**src/source/femtoPkg.sv**
```systemverilog
/*
 * Shared definitions for the FemtoRV32 core
 * Widths, reset address, the major opcode classes of RV32I
 * and the four states of the fetch/execute machine
 */

`default_nettype none

package femtoPkg;

   // Internal address width, enough for a 16 MB space
   localparam int ADDR_WIDTH = 24;

   // Data path width
   localparam int WORD_WIDTH = 32;

   // First fetch address after reset
   localparam logic [31:0] RESET_ADDR = 32'h0000_0000;

   typedef logic [WORD_WIDTH-1:0] wordT;
   typedef logic [ADDR_WIDTH-1:0] addrT;
   typedef logic [4:0]            regIdT;

   // Major opcode, instruction bits 6 to 2
   typedef enum logic [4:0] {
      opLoad   = 5'b00000,
      opAluImm = 5'b00100,
      opAuipc  = 5'b00101,
      opStore  = 5'b01000,
      opAluReg = 5'b01100,
      opLui    = 5'b01101,
      opBranch = 5'b11000,
      opJalr   = 5'b11001,
      opJal    = 5'b11011,
      opSystem = 5'b11100
   } opcodeT;

   // Fetch/execute states
   typedef enum logic [1:0] {
      stFetchInstr,
      stWaitInstr,
      stExecute,
      stWaitAluOrMem
   } stateT;

endpackage

`default_nettype wire

```
**src/source/instrDecoder.sv**
```systemverilog
/*
 * Instruction decoder
 * Splits the latched instruction word into its opcode class,
 * destination register, funct3 and the five immediate formats
 */

`timescale 1ns/1ns
`default_nettype none

module instrDecoder import femtoPkg::*; (
   input  logic        clk,
   input  logic        valid,
   input  logic [31:2] instr,
   output opcodeT      opcode,
   output regIdT       rdId,
   output logic [2:0]  funct3,
   output logic        isSub,
   output logic        isArith,
   output wordT        immU,
   output wordT        immI,
   output wordT        immS,
   output wordT        immB,
   output wordT        immJ
);

   // Bits 1 and 0 are always 11 in RV32I, so they are not latched
   assign opcode = opcodeT'(instr[6:2]);
   assign rdId   = instr[11:7];
   assign funct3 = instr[14:12];

   // SUB needs bit 5 too, ADDI reuses bit 30 as an immediate bit
   assign isSub   = instr[30] & instr[5];
   // Arithmetic right shift
   assign isArith = instr[30];

   // Upper immediate, low 12 bits cleared
   assign immU = {instr[31], instr[30:12], 12'b0};

   // Sign extended 12-bit immediates
   assign immI = {{21{instr[31]}}, instr[30:20]};
   assign immS = {{21{instr[31]}}, instr[30:25], instr[11:7]};

   // Branch and jump offsets, always even
   assign immB = {{20{instr[31]}}, instr[7], instr[30:25], instr[11:8], 1'b0};
   assign immJ = {{12{instr[31]}}, instr[19:12], instr[20], instr[30:21], 1'b0};

   // The cycle after a fetch completes is the execute cycle,
   // the opcode must then be one the core knows
   assert property (@(posedge clk) valid |=> opcode inside {
      opLoad, opAluImm, opAuipc, opStore, opAluReg,
      opLui, opBranch, opJalr, opJal, opSystem
   });

endmodule

`default_nettype wire

```
**src/source/registerFile.sv**
```systemverilog
/*
 * Register file
 * 32 words, both source operands read together when the
 * instruction fetch completes; register zero is hardwired
 */

`timescale 1ns/1ns
`default_nettype none

module registerFile import femtoPkg::*; (
   input  logic  clk,
   input  logic  readEnable,
   input  regIdT rs1Id,
   input  regIdT rs2Id,
   input  logic  writeBack,
   input  regIdT rdId,
   input  wordT  writeData,
   output wordT  rs1,
   output wordT  rs2
);

   wordT regs [32];

   // Registered dual read, x0 forced to zero
   always_ff @(posedge clk) begin
      if (readEnable) begin
         rs1 <= (rs1Id == '0) ? '0 : regs[rs1Id];
         rs2 <= (rs2Id == '0) ? '0 : regs[rs2Id];
      end
   end

   // Write port, writes to x0 dropped
   always_ff @(posedge clk) begin
      if (writeBack && rdId != '0) begin
         regs[rdId] <= writeData;
      end
   end

endmodule

`default_nettype wire

```
**src/source/aluUnit.sv**
```systemverilog
/*
 * ALU
 * Add, subtract/compare and logic operations in one cycle,
 * shifts done serially one bit per cycle, plus the branch predicate
 */

`timescale 1ns/1ns
`default_nettype none

module aluUnit import femtoPkg::*; (
   input  logic       clk,
   input  logic       reset,
   input  wordT       rs1,
   input  wordT       rs2,
   input  wordT       immI,
   input  opcodeT     opcode,
   input  logic [2:0] funct3,
   input  logic       isSub,
   input  logic       isArith,
   input  logic       aluStart,
   output wordT       aluOut,
   output wordT       aluPlus,
   output logic       branchTaken,
   output logic       aluBusy
);

   wordT        aluIn2;
   logic [32:0] aluMinus;
   logic        lt;
   logic        ltu;
   logic        eq;
   logic        isShift;
   wordT        shiftReg;
   logic [4:0]  shiftAmt;

   // rs2 for reg-reg ops and branches and the I immediate otherwise
   assign aluIn2 = (opcode == opAluReg || opcode == opBranch) ? rs2 : immI;

   // Shared with JALR target
   assign aluPlus = rs1 + aluIn2;

   // One 33-bit subtract gives the difference and all compares
   assign aluMinus = {1'b1, ~aluIn2} + {1'b0, rs1} + 33'd1;
   assign ltu      = aluMinus[32];
   // When the signs differ rs1 is less exactly when it is negative
   assign lt       = (rs1[31] ^ aluIn2[31]) ? rs1[31] : aluMinus[32];
   assign eq       = (aluMinus[31:0] == '0);

   // SLL is 001 and SRL/SRA are 101
   assign isShift = (funct3[1:0] == 2'b01);
   assign aluBusy = |shiftAmt;

   always_comb begin
      case (funct3)
         3'd0:    aluOut = isSub ? aluMinus[31:0] : aluPlus;
         3'd2:    aluOut = {31'b0, lt};
         3'd3:    aluOut = {31'b0, ltu};
         3'd4:    aluOut = rs1 ^ aluIn2;
         3'd6:    aluOut = rs1 | aluIn2;
         3'd7:    aluOut = rs1 & aluIn2;
         default: aluOut = shiftReg;
      endcase
   end

   // Serial shift amount counts down to zero
   always_ff @(posedge clk) begin
      if (!reset) begin
         shiftAmt <= '0;
      end else if (aluStart && isShift) begin
         shiftAmt <= aluIn2[4:0];
      end else if (aluBusy) begin
         shiftAmt <= shiftAmt - 5'd1;
      end
   end

   // Shift value register
   always_ff @(posedge clk) begin
      if (aluStart && isShift) begin
         shiftReg <= rs1;
      end else if (aluBusy) begin
         // Left for SLL and right for SRL or SRA with sign fill only for SRA
         shiftReg <= funct3[2] ? {isArith & shiftReg[31], shiftReg[31:1]}
                               : {shiftReg[30:0], 1'b0};
      end
   end

   always_comb begin
      case (funct3)
         3'd0:    branchTaken = eq;
         3'd1:    branchTaken = !eq;
         3'd4:    branchTaken = lt;
         3'd5:    branchTaken = !lt;
         3'd6:    branchTaken = ltu;
         3'd7:    branchTaken = !ltu;
         default: branchTaken = 1'b0;
      endcase
   end

   // The controller never starts a new operation while shifting
   assert property (@(posedge clk) disable iff (!reset) aluBusy |-> !aluStart);

endmodule

`default_nettype wire

```
**src/source/loadStoreAlign.sv**
```systemverilog
/*
 * Load/store alignment
 * Forms the data address, picks and extends the addressed byte
 * or halfword on loads, and places store data on the right lanes
 */

`timescale 1ns/1ns
`default_nettype none

module loadStoreAlign import femtoPkg::*; (
   input  wordT       rs1,
   input  wordT       rs2,
   input  wordT       immI,
   input  wordT       immS,
   input  logic       isStore,
   input  logic [2:0] funct3,
   input  wordT       memRdata,
   output addrT       lsAddr,
   output wordT       loadData,
   output wordT       storeData,
   output logic [3:0] storeMask
);

   logic        byteAccess;
   logic        halfAccess;
   logic [15:0] loadHalf;
   logic [7:0]  loadByte;
   logic        loadSign;
   wordT        offset;

   // Stores use the S immediate, loads the I immediate
   assign offset = isStore ? immS : immI;
   assign lsAddr = rs1[ADDR_WIDTH-1:0] + offset[ADDR_WIDTH-1:0];

   // funct3[1:0]: 00 byte, 01 halfword, 10 word
   assign byteAccess = (funct3[1:0] == 2'b00);
   assign halfAccess = (funct3[1:0] == 2'b01);

   // Lane select from the low address bits
   assign loadHalf = lsAddr[1] ? memRdata[31:16] : memRdata[15:0];
   assign loadByte = lsAddr[0] ? loadHalf[15:8] : loadHalf[7:0];

   // funct3[2] set means LBU/LHU
   assign loadSign = !funct3[2] & (byteAccess ? loadByte[7] : loadHalf[15]);

   assign loadData = byteAccess ? {{24{loadSign}}, loadByte} :
                     halfAccess ? {{16{loadSign}}, loadHalf} :
                                  memRdata;

   // Copy the low byte or halfword so each lane the mask selects sees it
   assign storeData[7:0]   = rs2[7:0];
   assign storeData[15:8]  = lsAddr[0] ? rs2[7:0] : rs2[15:8];
   assign storeData[23:16] = lsAddr[1] ? rs2[7:0] : rs2[23:16];
   assign storeData[31:24] = lsAddr[0] ? rs2[7:0] :
                             lsAddr[1] ? rs2[15:8] : rs2[31:24];

   always_comb begin
      if (byteAccess) begin
         storeMask = 4'b0001 << lsAddr[1:0];
      end else if (halfAccess) begin
         storeMask = lsAddr[1] ? 4'b1100 : 4'b0011;
      end else begin
         storeMask = 4'b1111;
      end
   end

endmodule

`default_nettype wire

```
**src/source/fetchExecControl.sv**
```systemverilog
/*
 * Fetch/execute control
 * Four-state machine, program counter, instruction latch,
 * cycle counter, write-back select and memory strobes
 */

`timescale 1ns/1ns
`default_nettype none

module fetchExecControl import femtoPkg::*; (
   input  logic        clk,
   input  logic        reset,
   input  wordT        memRdata,
   input  logic        memRbusy,
   input  logic        memWbusy,
   input  opcodeT      opcode,
   input  wordT        immU,
   input  wordT        immB,
   input  wordT        immJ,
   input  wordT        aluOut,
   input  wordT        aluPlus,
   input  wordT        loadData,
   input  logic        branchTaken,
   input  logic        aluBusy,
   input  addrT        lsAddr,
   input  logic [3:0]  storeMask,
   output logic [31:2] instr,
   output logic        readEnable,
   output logic        writeBack,
   output logic        aluStart,
   output addrT        memAddr,
   output logic        memRstrb,
   output logic [3:0]  memWmask,
   output wordT        writeData
);

   stateT state;
   addrT  pc;
   addrT  pcPlus4;
   addrT  pcPlusImm;
   wordT  pcImm;
   wordT  cycles;
   logic  isAlu;
   logic  isShift;
   logic  needToWait;
   logic  jumpToImm;

   assign isAlu   = (opcode == opAluImm) || (opcode == opAluReg);
   // funct3 is 001 or 101
   assign isShift = isAlu && (instr[13:12] == 2'b01);

   // Loads, stores and shifts finish in the wait state
   assign needToWait = (opcode == opLoad) || (opcode == opStore) || isShift;
   assign jumpToImm  = (opcode == opJal) || ((opcode == opBranch) && branchTaken);

   // One adder for branch, JAL and AUIPC targets
   assign pcImm     = (opcode == opJal)   ? immJ :
                      (opcode == opAuipc) ? immU : immB;
   assign pcPlusImm = pc + pcImm[ADDR_WIDTH-1:0];
   assign pcPlus4   = pc + addrT'(4);

   // Fetch completes when the read data is no longer busy
   assign readEnable = (state == stWaitInstr) && !memRbusy;
   assign aluStart   = (state == stExecute) && isAlu;
   assign writeBack  = !((opcode == opBranch) || (opcode == opStore)) &&
                       ((state == stExecute) || (state == stWaitAluOrMem));

   // PC drives the bus while fetching, the data address otherwise
   assign memAddr  = (state == stFetchInstr || state == stWaitInstr) ? pc : lsAddr;
   assign memRstrb = (state == stFetchInstr) ||
                     ((state == stExecute) && (opcode == opLoad));
   assign memWmask = {4{(state == stExecute) && (opcode == opStore)}} & storeMask;

   always_comb begin
      case (opcode)
         opSystem:         writeData = cycles;
         opLui:            writeData = immU;
         opAluImm,
         opAluReg:         writeData = aluOut;
         opAuipc:          writeData = {{(WORD_WIDTH-ADDR_WIDTH){1'b0}}, pcPlusImm};
         opJal,
         opJalr:           writeData = {{(WORD_WIDTH-ADDR_WIDTH){1'b0}}, pcPlus4};
         opLoad:           writeData = loadData;
         default:          writeData = '0;
      endcase
   end

   always_ff @(posedge clk) begin
      if (!reset) begin
         // Start by letting any pending write drain
         state <= stWaitAluOrMem;
         pc    <= RESET_ADDR[ADDR_WIDTH-1:0];
      end else begin
         case (state)
            stFetchInstr: state <= stWaitInstr;
            stWaitInstr: begin
               if (!memRbusy) begin
                  state <= stExecute;
               end
            end
            stExecute: begin
               // JALR target has bit 0 cleared
               pc <= (opcode == opJalr) ? {aluPlus[ADDR_WIDTH-1:1], 1'b0} :
                     jumpToImm          ? pcPlusImm :
                                          pcPlus4;
               state <= needToWait ? stWaitAluOrMem : stFetchInstr;
            end
            default: begin
               if (!aluBusy && !memRbusy && !memWbusy) begin
                  state <= stFetchInstr;
               end
            end
         endcase
      end
   end

   // Instruction latch, low two bits are always 11
   always_ff @(posedge clk) begin
      if (readEnable) begin
         instr <= memRdata[31:2];
      end
   end

   // Free-running cycle counter for the SYSTEM read
   always_ff @(posedge clk) begin
      if (!reset) begin
         cycles <= '0;
      end else begin
         cycles <= cycles + 32'd1;
      end
   end

   // Fetch reads and data writes never overlap
   assert property (@(posedge clk) disable iff (!reset) !(memRstrb && |memWmask));

   // Reset always lands in the wait state
   assert property (@(posedge clk) !reset |=> state == stWaitAluOrMem);

endmodule

`default_nettype wire

```
**src/source/femtoRv32.sv**
```systemverilog
/*
 * FemtoRV32 core top level
 * RV32I core with a cycle counter read, wired to a single
 * plain memory port shared by instruction and data accesses
 */

`timescale 1ns/1ns
`default_nettype none

module femtoRv32 import femtoPkg::*; (
   input  logic       clk,
   input  logic       reset,
   input  wordT       memRdata,
   input  logic       memRbusy,
   input  logic       memWbusy,
   output wordT       memAddr,
   output wordT       memWdata,
   output logic [3:0] memWmask,
   output logic       memRstrb
);

   logic [31:2] instr;
   opcodeT      opcode;
   regIdT       rdId;
   logic [2:0]  funct3;
   logic        isSub;
   logic        isArith;
   wordT        immU;
   wordT        immI;
   wordT        immS;
   wordT        immB;
   wordT        immJ;
   wordT        rs1;
   wordT        rs2;
   wordT        writeData;
   logic        readEnable;
   logic        writeBack;
   logic        aluStart;
   wordT        aluOut;
   wordT        aluPlus;
   logic        branchTaken;
   logic        aluBusy;
   addrT        lsAddr;
   wordT        loadData;
   logic [3:0]  storeMask;
   addrT        coreAddr;

   // Internal address zero-extended onto the bus
   assign memAddr = {{(WORD_WIDTH-ADDR_WIDTH){1'b0}}, coreAddr};

   fetchExecControl i_fetchExecControl (
      .clk         (clk),
      .reset       (reset),
      .memRdata    (memRdata),
      .memRbusy    (memRbusy),
      .memWbusy    (memWbusy),
      .opcode      (opcode),
      .immU        (immU),
      .immB        (immB),
      .immJ        (immJ),
      .aluOut      (aluOut),
      .aluPlus     (aluPlus),
      .loadData    (loadData),
      .branchTaken (branchTaken),
      .aluBusy     (aluBusy),
      .lsAddr      (lsAddr),
      .storeMask   (storeMask),
      .instr       (instr),
      .readEnable  (readEnable),
      .writeBack   (writeBack),
      .aluStart    (aluStart),
      .memAddr     (coreAddr),
      .memRstrb    (memRstrb),
      .memWmask    (memWmask),
      .writeData   (writeData)
   );

   instrDecoder i_instrDecoder (
      .clk     (clk),
      .valid   (readEnable),
      .instr   (instr),
      .opcode  (opcode),
      .rdId    (rdId),
      .funct3  (funct3),
      .isSub   (isSub),
      .isArith (isArith),
      .immU    (immU),
      .immI    (immI),
      .immS    (immS),
      .immB    (immB),
      .immJ    (immJ)
   );

   // Source ids come straight from the word being fetched
   registerFile i_registerFile (
      .clk        (clk),
      .readEnable (readEnable),
      .rs1Id      (memRdata[19:15]),
      .rs2Id      (memRdata[24:20]),
      .writeBack  (writeBack),
      .rdId       (rdId),
      .writeData  (writeData),
      .rs1        (rs1),
      .rs2        (rs2)
   );

   aluUnit i_aluUnit (
      .clk         (clk),
      .reset       (reset),
      .rs1         (rs1),
      .rs2         (rs2),
      .immI        (immI),
      .opcode      (opcode),
      .funct3      (funct3),
      .isSub       (isSub),
      .isArith     (isArith),
      .aluStart    (aluStart),
      .aluOut      (aluOut),
      .aluPlus     (aluPlus),
      .branchTaken (branchTaken),
      .aluBusy     (aluBusy)
   );

   loadStoreAlign i_loadStoreAlign (
      .rs1       (rs1),
      .rs2       (rs2),
      .immI      (immI),
      .immS      (immS),
      .isStore   (opcode == opStore),
      .funct3    (funct3),
      .memRdata  (memRdata),
      .lsAddr    (lsAddr),
      .loadData  (loadData),
      .storeData (memWdata),
      .storeMask (storeMask)
   );

endmodule

`default_nettype wire

```
**config.mk**
```make
export PLATFORM = sky130hd
export DESIGN_NAME = femtoRv32
export DESIGN_NICKNAME = d
export VERILOG_FILES = /design/src/source/femtoPkg.sv /design/src/source/instrDecoder.sv /design/src/source/registerFile.sv /design/src/source/aluUnit.sv /design/src/source/loadStoreAlign.sv /design/src/source/fetchExecControl.sv /design/src/source/femtoRv32.sv
export SDC_FILE = /design/constraint.sdc
export NUM_CORES = 2
export LEC_CHECK = 0
export BUFFER_PORTS_ARGS = -buffer_cell sky130_fd_sc_hd__buf_2
export CAP_MARGIN = 20
export CORE_MARGIN = 2
export CORE_UTILIZATION = 30
export DETAILED_ROUTE_END_ITERATION = 10
export PLACE_DENSITY = 0.49
export SLEW_MARGIN = 15
export SYNTH_ARGS = -nofsm -noshare
export SYNTH_HDL_FRONTEND = slang
export SYNTH_SLANG_ARGS = --single-unit
```
**constraint.sdc**
```tcl
create_clock -name clk -period 6.66 [get_ports clk]
set_input_delay 0.666 -clock clk [delete_from_list [all_inputs] [get_ports clk]]
set_output_delay 0.666 -clock clk [all_outputs]
set_load 0.01 [all_outputs]
```
# --- After elaboration in Yosys (flattened, before gate mapping) ---
# Memories as Yosys holds them, arrays and structs flattened. A register that Yosys moved wholly into a read port is not among the register bits.
# Cells that the tools add are included.
op_classes:
  n_addsub: 8
  n_mul: 0
  div_mod_pow: 0
  magnitude_cmp: 0
  eq_ne: 21
  shift: 1
  muxes: 35
  n_bitwise: 9
  n_reduce_logical: 42
ops:
  columns: ["operator", "n"]
  rows:
  - ["$pmux W32 S6", 2]
  - ["$mux W32", 7]
  - ["$mux W24", 5]
  - ["$add A24 B24 Y24", 2]
  - ["$mux W8", 5]
  - ["$add A33 B1 Y33 const B", 1]
  - ["$add A33 B32 Y33", 1]
  - ["$add A32 B1 Y32 const B", 1]
  - ["$add A32 B32 Y32", 1]
  - ["$and A32 B32 Y32", 1]
  - ["$logic_not A32 Y1", 1]
  - ["$not A32 Y32", 1]
  - ["$or A32 B32 Y32", 1]
  - ["$xor A32 B32 Y32", 1]
  - ["$add A24 B3 Y24 const B", 1]
  - ["$eq A5 B5 Y1 const B", 4]
  - ["$mux W16", 1]
  - ["$eq A5 B4 Y1 const B", 3]
  - ["$logic_not A5 Y1", 3]
  - ["$mux W5", 3]
  - ["$eq A3 B3 Y1 const B", 4]
  - ["$mux W4", 3]
  - ["$logic_and A1 B1 Y1", 11]
  - ["$eq A5 B3 Y1 const B", 2]
  - ["other kinds (24)", 51]
totals:
  regBits: 125
  latch_bits: 0
  mem_bits_rw: 1024
  romBits: 0
  inputBits: 36
  wordCells: 123
  memories: 1
memory_table:
  columns: ["memory", "words", "width", "read_ports", "rd_clocked_by_memory_dff", "wr", "line_no", "text"]
  rows:
  - ["i_registerFile.regs", 32, 32, 2, 2, 1, "registerFile.sv:22", "wordT regs [32];"]

# --- Longest topological paths before layout ---
logic_depth:
  depth_word: 13
  depth_mapped: 23
  mapped_depth_nobuf: 21

# --- By module ---
# A second synthesis with hierarchy kept.
hier_totals:
  cells_unflattened: 5176
  area_unflattened_um2: 68971.1
by_module_without_submodules:
  columns: ["module", "n_inst", "cells_per_inst", "area_per_inst_um2"]
  rows:
  - ["registerFile", 1, 2481, 48909.4]
  - ["aluUnit", 1, 1244, 8772.2]
  - ["fetchExecControl", 1, 882, 7267.0]
  - ["loadStoreAlign", 1, 382, 2630.0]
  - ["instrDecoder", 1, 176, 1316.3]
  - ["femtoRv32", 1, 11, 76.3]

# --- Worst setup path after synthesis ---
# OpenSTA, ideal clock, no wires.
synth_timing:
  kind: "flip-flop to flip-flop"
  startpoint: "reg i_fetchExecControl.instr[3] (netlist name)"
  endpoint: "mem i_registerFile.regs[0][26] (netlist name), data pin"
  setup_ns: 0.454
  arrival_ns: 5.731
  required_time_ns: 6.206
  setup_slack_ns: 0.475
  path_stages_with_launch: 22
  n_path_buf: 3
  cell_sequence: "edfxtp_1 -> nor2_1 -> nand2_1 -> nor2_1 -> clkbuf_1 -> clkbuf_1 -> a21o_1 -> inv_1 -> ha_1 -> clkbuf_1 -> inv_1 -> nor4_1 -> nand3_1 -> o31ai_1 -> a211oi_1 -> nor2_1 -> a21oi_1 -> o31ai_1 -> xnor2_1 -> mux2i_1 -> o221ai_1 -> o21ai_0"
synth_between:
  elab_chain_cells: 10
synth_rtl:
  columns: ["element", "line_no", "text"]
  rows:
  - ["from (decl)", "fetchExecControl.sv:27", "output logic [31:2] instr,"]
  - ["from (signal assigned)", "fetchExecControl.sv:120", "instr <= memRdata[31:2];"]
  - ["branches (longest 9 deep; another with $add A33 B32 Y33)", null, null]
  - ["$pmux W32 S6 (*)", "fetchExecControl.sv:75", "case (opcode)"]
  - ["named net i_fetchExecControl.writeData[26]", "fetchExecControl.sv:34", "output wordT writeData"]
  - ["to (decl)", "registerFile.sv:22", null]
# Mark *: on every way through the listed nets, which the timed path passes.

# --- Final worst setup path ---
layout_timing:
  startpoint: "reg i_fetchExecControl.instr[3] (netlist name)"
  endpoint: "out memAddr[23]"
layout_between:
  elab_chain_cells: 4
layout_rtl:
  columns: ["element", "line_no", "text"]
  rows:
  - ["$eq A5 B4 Y1", "femtoRv32.sv:129", ".isStore (opcode == opStore),"]
  - ["$mux W5", "loadStoreAlign.sv:32", "assign offset = isStore ? immS : immI;"]
  - ["$add A24 B24 Y24", "loadStoreAlign.sv:33", "assign lsAddr = rs1[ADDR_WIDTH-1:0] + offset[ADDR_WIDTH-1:0];"]
  - ["$mux W24", "fetchExecControl.sv:69", "assign memAddr = (state == stFetchInstr || state == stWaitInstr) ? pc : lsAddr;"]
  - ["to (decl)", "femtoRv32.sv:16", "output wordT memAddr,"]
# No other way between the ends.

==> flow_metrics.env <==
export IMPL_hp_class="input port to register"
export IMPL_drt_vias_per_instance=5.801
export IMPL_yosysWarnings=0
export IMPL_replace_congestion=0.9775
export IMPL_worst_path_max_delay_cell="sky130_fd_sc_hd__edfxtp_1"
export IMPL_antenna_left=0
export IMPL_insertion_delay_ps=820
export IMPL_synth_seq_cells=1212
export IMPL_cts_sinks=1212
export IMPL_grt_ovfl_total=0
export IMPL_worstReg2RegStart="i_fetchExecControl.instr[4]"
export IMPL_wire_length_of_the_first_global_routing_pass_um=345700
export IMPL_postSynth_topFlopCell="sky130_fd_sc_hd__edfxtp_1"
export IMPL_timing_final_crit_share_pct=96.13
export IMPL_clock_fmax_mhz=156.2
export IMPL_design_portCount=105
export IMPL_yosysSeqAreaShare_pct=54.66
export IMPL_setup_worst_path_end_class="output pin"
export IMPL_power_per_cell_area_mw_per_mm2=290.1
export IMPL_post_synth_instance_area_sq_mm=0.06545
export IMPL_synth_async_reset_ratio_pct=0
export IMPL_timing_clock_skew_ps=49.57
export IMPL_hold_buffers=0
export IMPL_worstSetupPathType="register to output pin"
export IMPL_path_delay_family="compound AO/OA/AOI/OAI gates"
export IMPL_groute_usage_overall_pct=22.02
export IMPL_failed_checks="DRC"
export IMPL_drcViolationCount=4
export IMPL_chipWidth_um=471.1
export IMPL_path_buf_inv=2
export IMPL_synthDistinctLibCells=92
export IMPL_antenna_found_initial=9
export IMPL_port_buffers=96
export IMPL_grt_max_degree=87
export IMPL_run_status="complete, but fails checks"
export IMPL_crit_start="i_fetchExecControl.instr[3]"
export IMPL_wire_per_inst_um=32.69
export IMPL_hold_start="memRdata[12]"
export IMPL_dpl_hpwl_um=165100
export IMPL_area_delta_synth_final_pct=14.50
export IMPL_max_clock_path_buffers=3
export IMPL_placementRows=171
export IMPL_core_sq_mm=0.2170
export IMPL_htree_num_levels=4
export IMPL_post_synth_top_count_cell="sky130_fd_sc_hd__edfxtp_1"
export IMPL_design_final_nets=4862
export IMPL_initial_utilization_pct=30.17
export IMPL_setup_viol_count_final=0
export IMPL_die_h_um=471.1
export IMPL_period_minus_slack_ps=6402
export IMPL_crit_path_cell_trace="nor2_2, nand2_2, nor3_2, buf_4, mux2_2, ha_1, a21o_1, a21o_1, a21o_1, a21o_1, a21o_1, a41oi_2, a2111oi_0, or3_1, a21oi_2, o21ai_0, a211o_1, xnor2_1, o21ai_1, buf_2"
export IMPL_syn_instance_count=4525
export IMPL_cts_clk_pin_slew_worst_paths_ps=70
export IMPL_die_area_sq_mm=0.2219
export IMPL_total_power_w=0.02174
export IMPL_data_arrival_time_of_the_worst_path_ps=5740
export IMPL_p_leak_nw=25.45
export IMPL_detailroute_via_count=44270
export IMPL_synth_top_cells_by_area="sky130_fd_sc_hd__edfxtp_1 53%, sky130_fd_sc_hd__mux4_2 19%, sky130_fd_sc_hd__mux2i_1 3.0%"
export IMPL_post_route_cells_drive_above_1_share_pct=24.94
export IMPL_via_count_of_the_first_global_routing_pass=43910
export IMPL_cpPeakStageDelay_ps=420
export IMPL_route_final_wire_length_um=249500
export IMPL_max_rail_drop_vdd_v=0.0002793
export IMPL_finalMaxSlewViolations=0
export IMPL_start_kind="register"
export IMPL_tritoncts="done"
export IMPL_slew_headroom_pct=22.24
export IMPL_timing_setup_tns_ps=0
export IMPL_clock_root_buffer="sky130_fd_sc_hd__clkbuf_16"
export IMPL_fill_cells=20950
export IMPL_setup_repair_after_global_routing_missed_its_margin="no"
export IMPL_timing_critical_path_required_ps=5990
export IMPL_synth_avg_cell_area_sq_um=14.46
export IMPL_synth_largest_area_cell="sky130_fd_sc_hd__edfxtp_1"
export IMPL_drv_cap=0
export IMPL_worst_slew_pin_transition_ps=1166
export IMPL_cp_max_fo=7
export IMPL_yosys_area_top_type_share_pct=52.76
export IMPL_tritoncts_num_buffers=139
export IMPL_detailedRoute_firstIterationViolations=5005
export IMPL_final_hold_violation_count=0
export IMPL_drt_pre_antenna_iters=11
export IMPL_cpMostUsedCell="sky130_fd_sc_hd__a21o_1"
export IMPL_synth_cells_most_frequent="1,150 x sky130_fd_sc_hd__edfxtp_1, 562 x sky130_fd_sc_hd__mux4_2, 372 x sky130_fd_sc_hd__nor2_1"
export IMPL_synth_edf_count=1150
where the power goes:
part / internal (W) / switching [W] / leakage [nW]
sequential: 0.00896 / 0.000409 / 11.2
combinational: 0.00171 / 0.00318 / 12.1
clock: 0.00426 / 0.00322 / 2.11
total: 0.0149 / 0.00681 / 25.4
worst reg2reg max path, delay by kind of cell, from the launching register on:
kind                     cells  cell delay [ps]
flip-flops                   1              570
adder cells (fa/ha/maj)      2              710
AO/OA/AOI/OAI                8             1980
multiplexers                 2              640
XOR/XNOR                     2              420
AND/OR/NAND/NOR              4             1280
buffers and inverters        2              430
worst paths after layout:
kind	end	slack [ps]	depth (start not counted)
setup / recovery	memAddr[23]	260	20
hold / removal	i_fetchExecControl.instr[12]	90	1
setup reg to reg	i_registerFile.regs[23][26]	350	20
hold reg to reg	i_fetchExecControl.cycles[0]	470	1
flip-flops by register name (all words and copies together), names as in the netlist:
signal                     count
i_fetchExecControl.pc         23
i_fetchExecControl.cycles     32
i_registerFile.rs1            32
i_registerFile.rs2            32
i_aluUnit.shiftReg            32
i_aluUnit.shiftAmt             5
i_fetchExecControl.instr      30
i_registerFile.regs         1024
i_fetchExecControl.state       2
placed cells by master (no fill, tap or decap), drive strengths merged, types with 20 or more instances in the layout:
cell type / n
a21oi: 288
nand2b: 25
ha: 150
nand3: 50
clkbuf: 179
o211ai: 21
o21ai: 202
o22ai: 36
xnor2: 86
mux4: 562
and2: 20
edfxtp: 1150
o221ai: 51
dfxtp: 62
a211oi: 26
conb: 40
nor3: 81
nor2: 373
mux2i: 195
clkinv: 47
xor2: 52
o31ai: 20
inv: 143
nand2: 204
buf: 301
nor2b: 23
a21o: 50
mux2: 30
stage by stage:
stage | std cells | hold WS, ps | area, sq um | worst slack (ps) | utilization, %
after floorplan | 4564 | 425.4 | 65600 | 474.6 | -
after global placement | 7377 | 453.5 | 70380 | 348.7 | 32.44
after detailed placement | 7382 | 455.5 | 70480 | 315.3 | 32.49
after CTS | 7623 | 23.18 | 74860 | 19.60 | 34.51
after global routing | 7627 | 60.94 | 74930 | 12.93 | 34.54
final | 7631 | 88.44 | 74940 | 257.7 | 34.54
final cells by class:
| class | count | area, sq um | share of cell area (%) |
|---|---|---|---|
| Sequential cell | 1212 | 35770 | 47.73 |
| Multi-Input combinational cell | 2878 | 28440 | 37.94 |
| Clock buffer | 179 | 3755 | 5.010 |
| Tap cell | 2854 | 3571 | 4.765 |
| Timing Repair Buffer | 301 | 2265 | 3.022 |
| Clock inverter | 62 | 603.1 | 0.8047 |
| Inverter | 140 | 526.8 | 0.7029 |
| Antenna cell | 5 | 12.51 | 0.01670 |
logic make-up (layout without fill, tap and decap cells):
logic type / after synthesis / count (layout) / synth area share [%]
AO/OA/AOI/OAI: 891 / 891 / 8.838
XOR/XNOR: 138 / 138 / 1.847
adder cells (fa/ha/maj): 154 / 154 / 2.990
buffers and inverters: 474 / 682 / 2.866
flip-flops: 1212 / 1212 / 54.66
multiplexers: 787 / 787 / 22.84
other: 1 / 45 / 0.005729
AND/OR/NAND/NOR: 868 / 868 / 5.961
per-layer routing:
metal | track usage (%) | up-vias | part of all wire, %
li1 | - | 18390 | -
met1 | 29.57 | 23470 | 41
met2 | 35.68 | 2006 | 47
met3 | 3.505 | 400 | 7.2
met4 | 8.648 | 4 | 4.1
met5 | 0 | - | 0.099
timing repair:
| action | 4_1_cts | 5_1_grt |
|---|---|---|
| gates resized for setup | 9 | 4 |
| setup buffers | 0 | 2 |
| endpoints found under the setup margin | 4 | 20 |
Note: power is estimated with default switching activity, not from simulation.
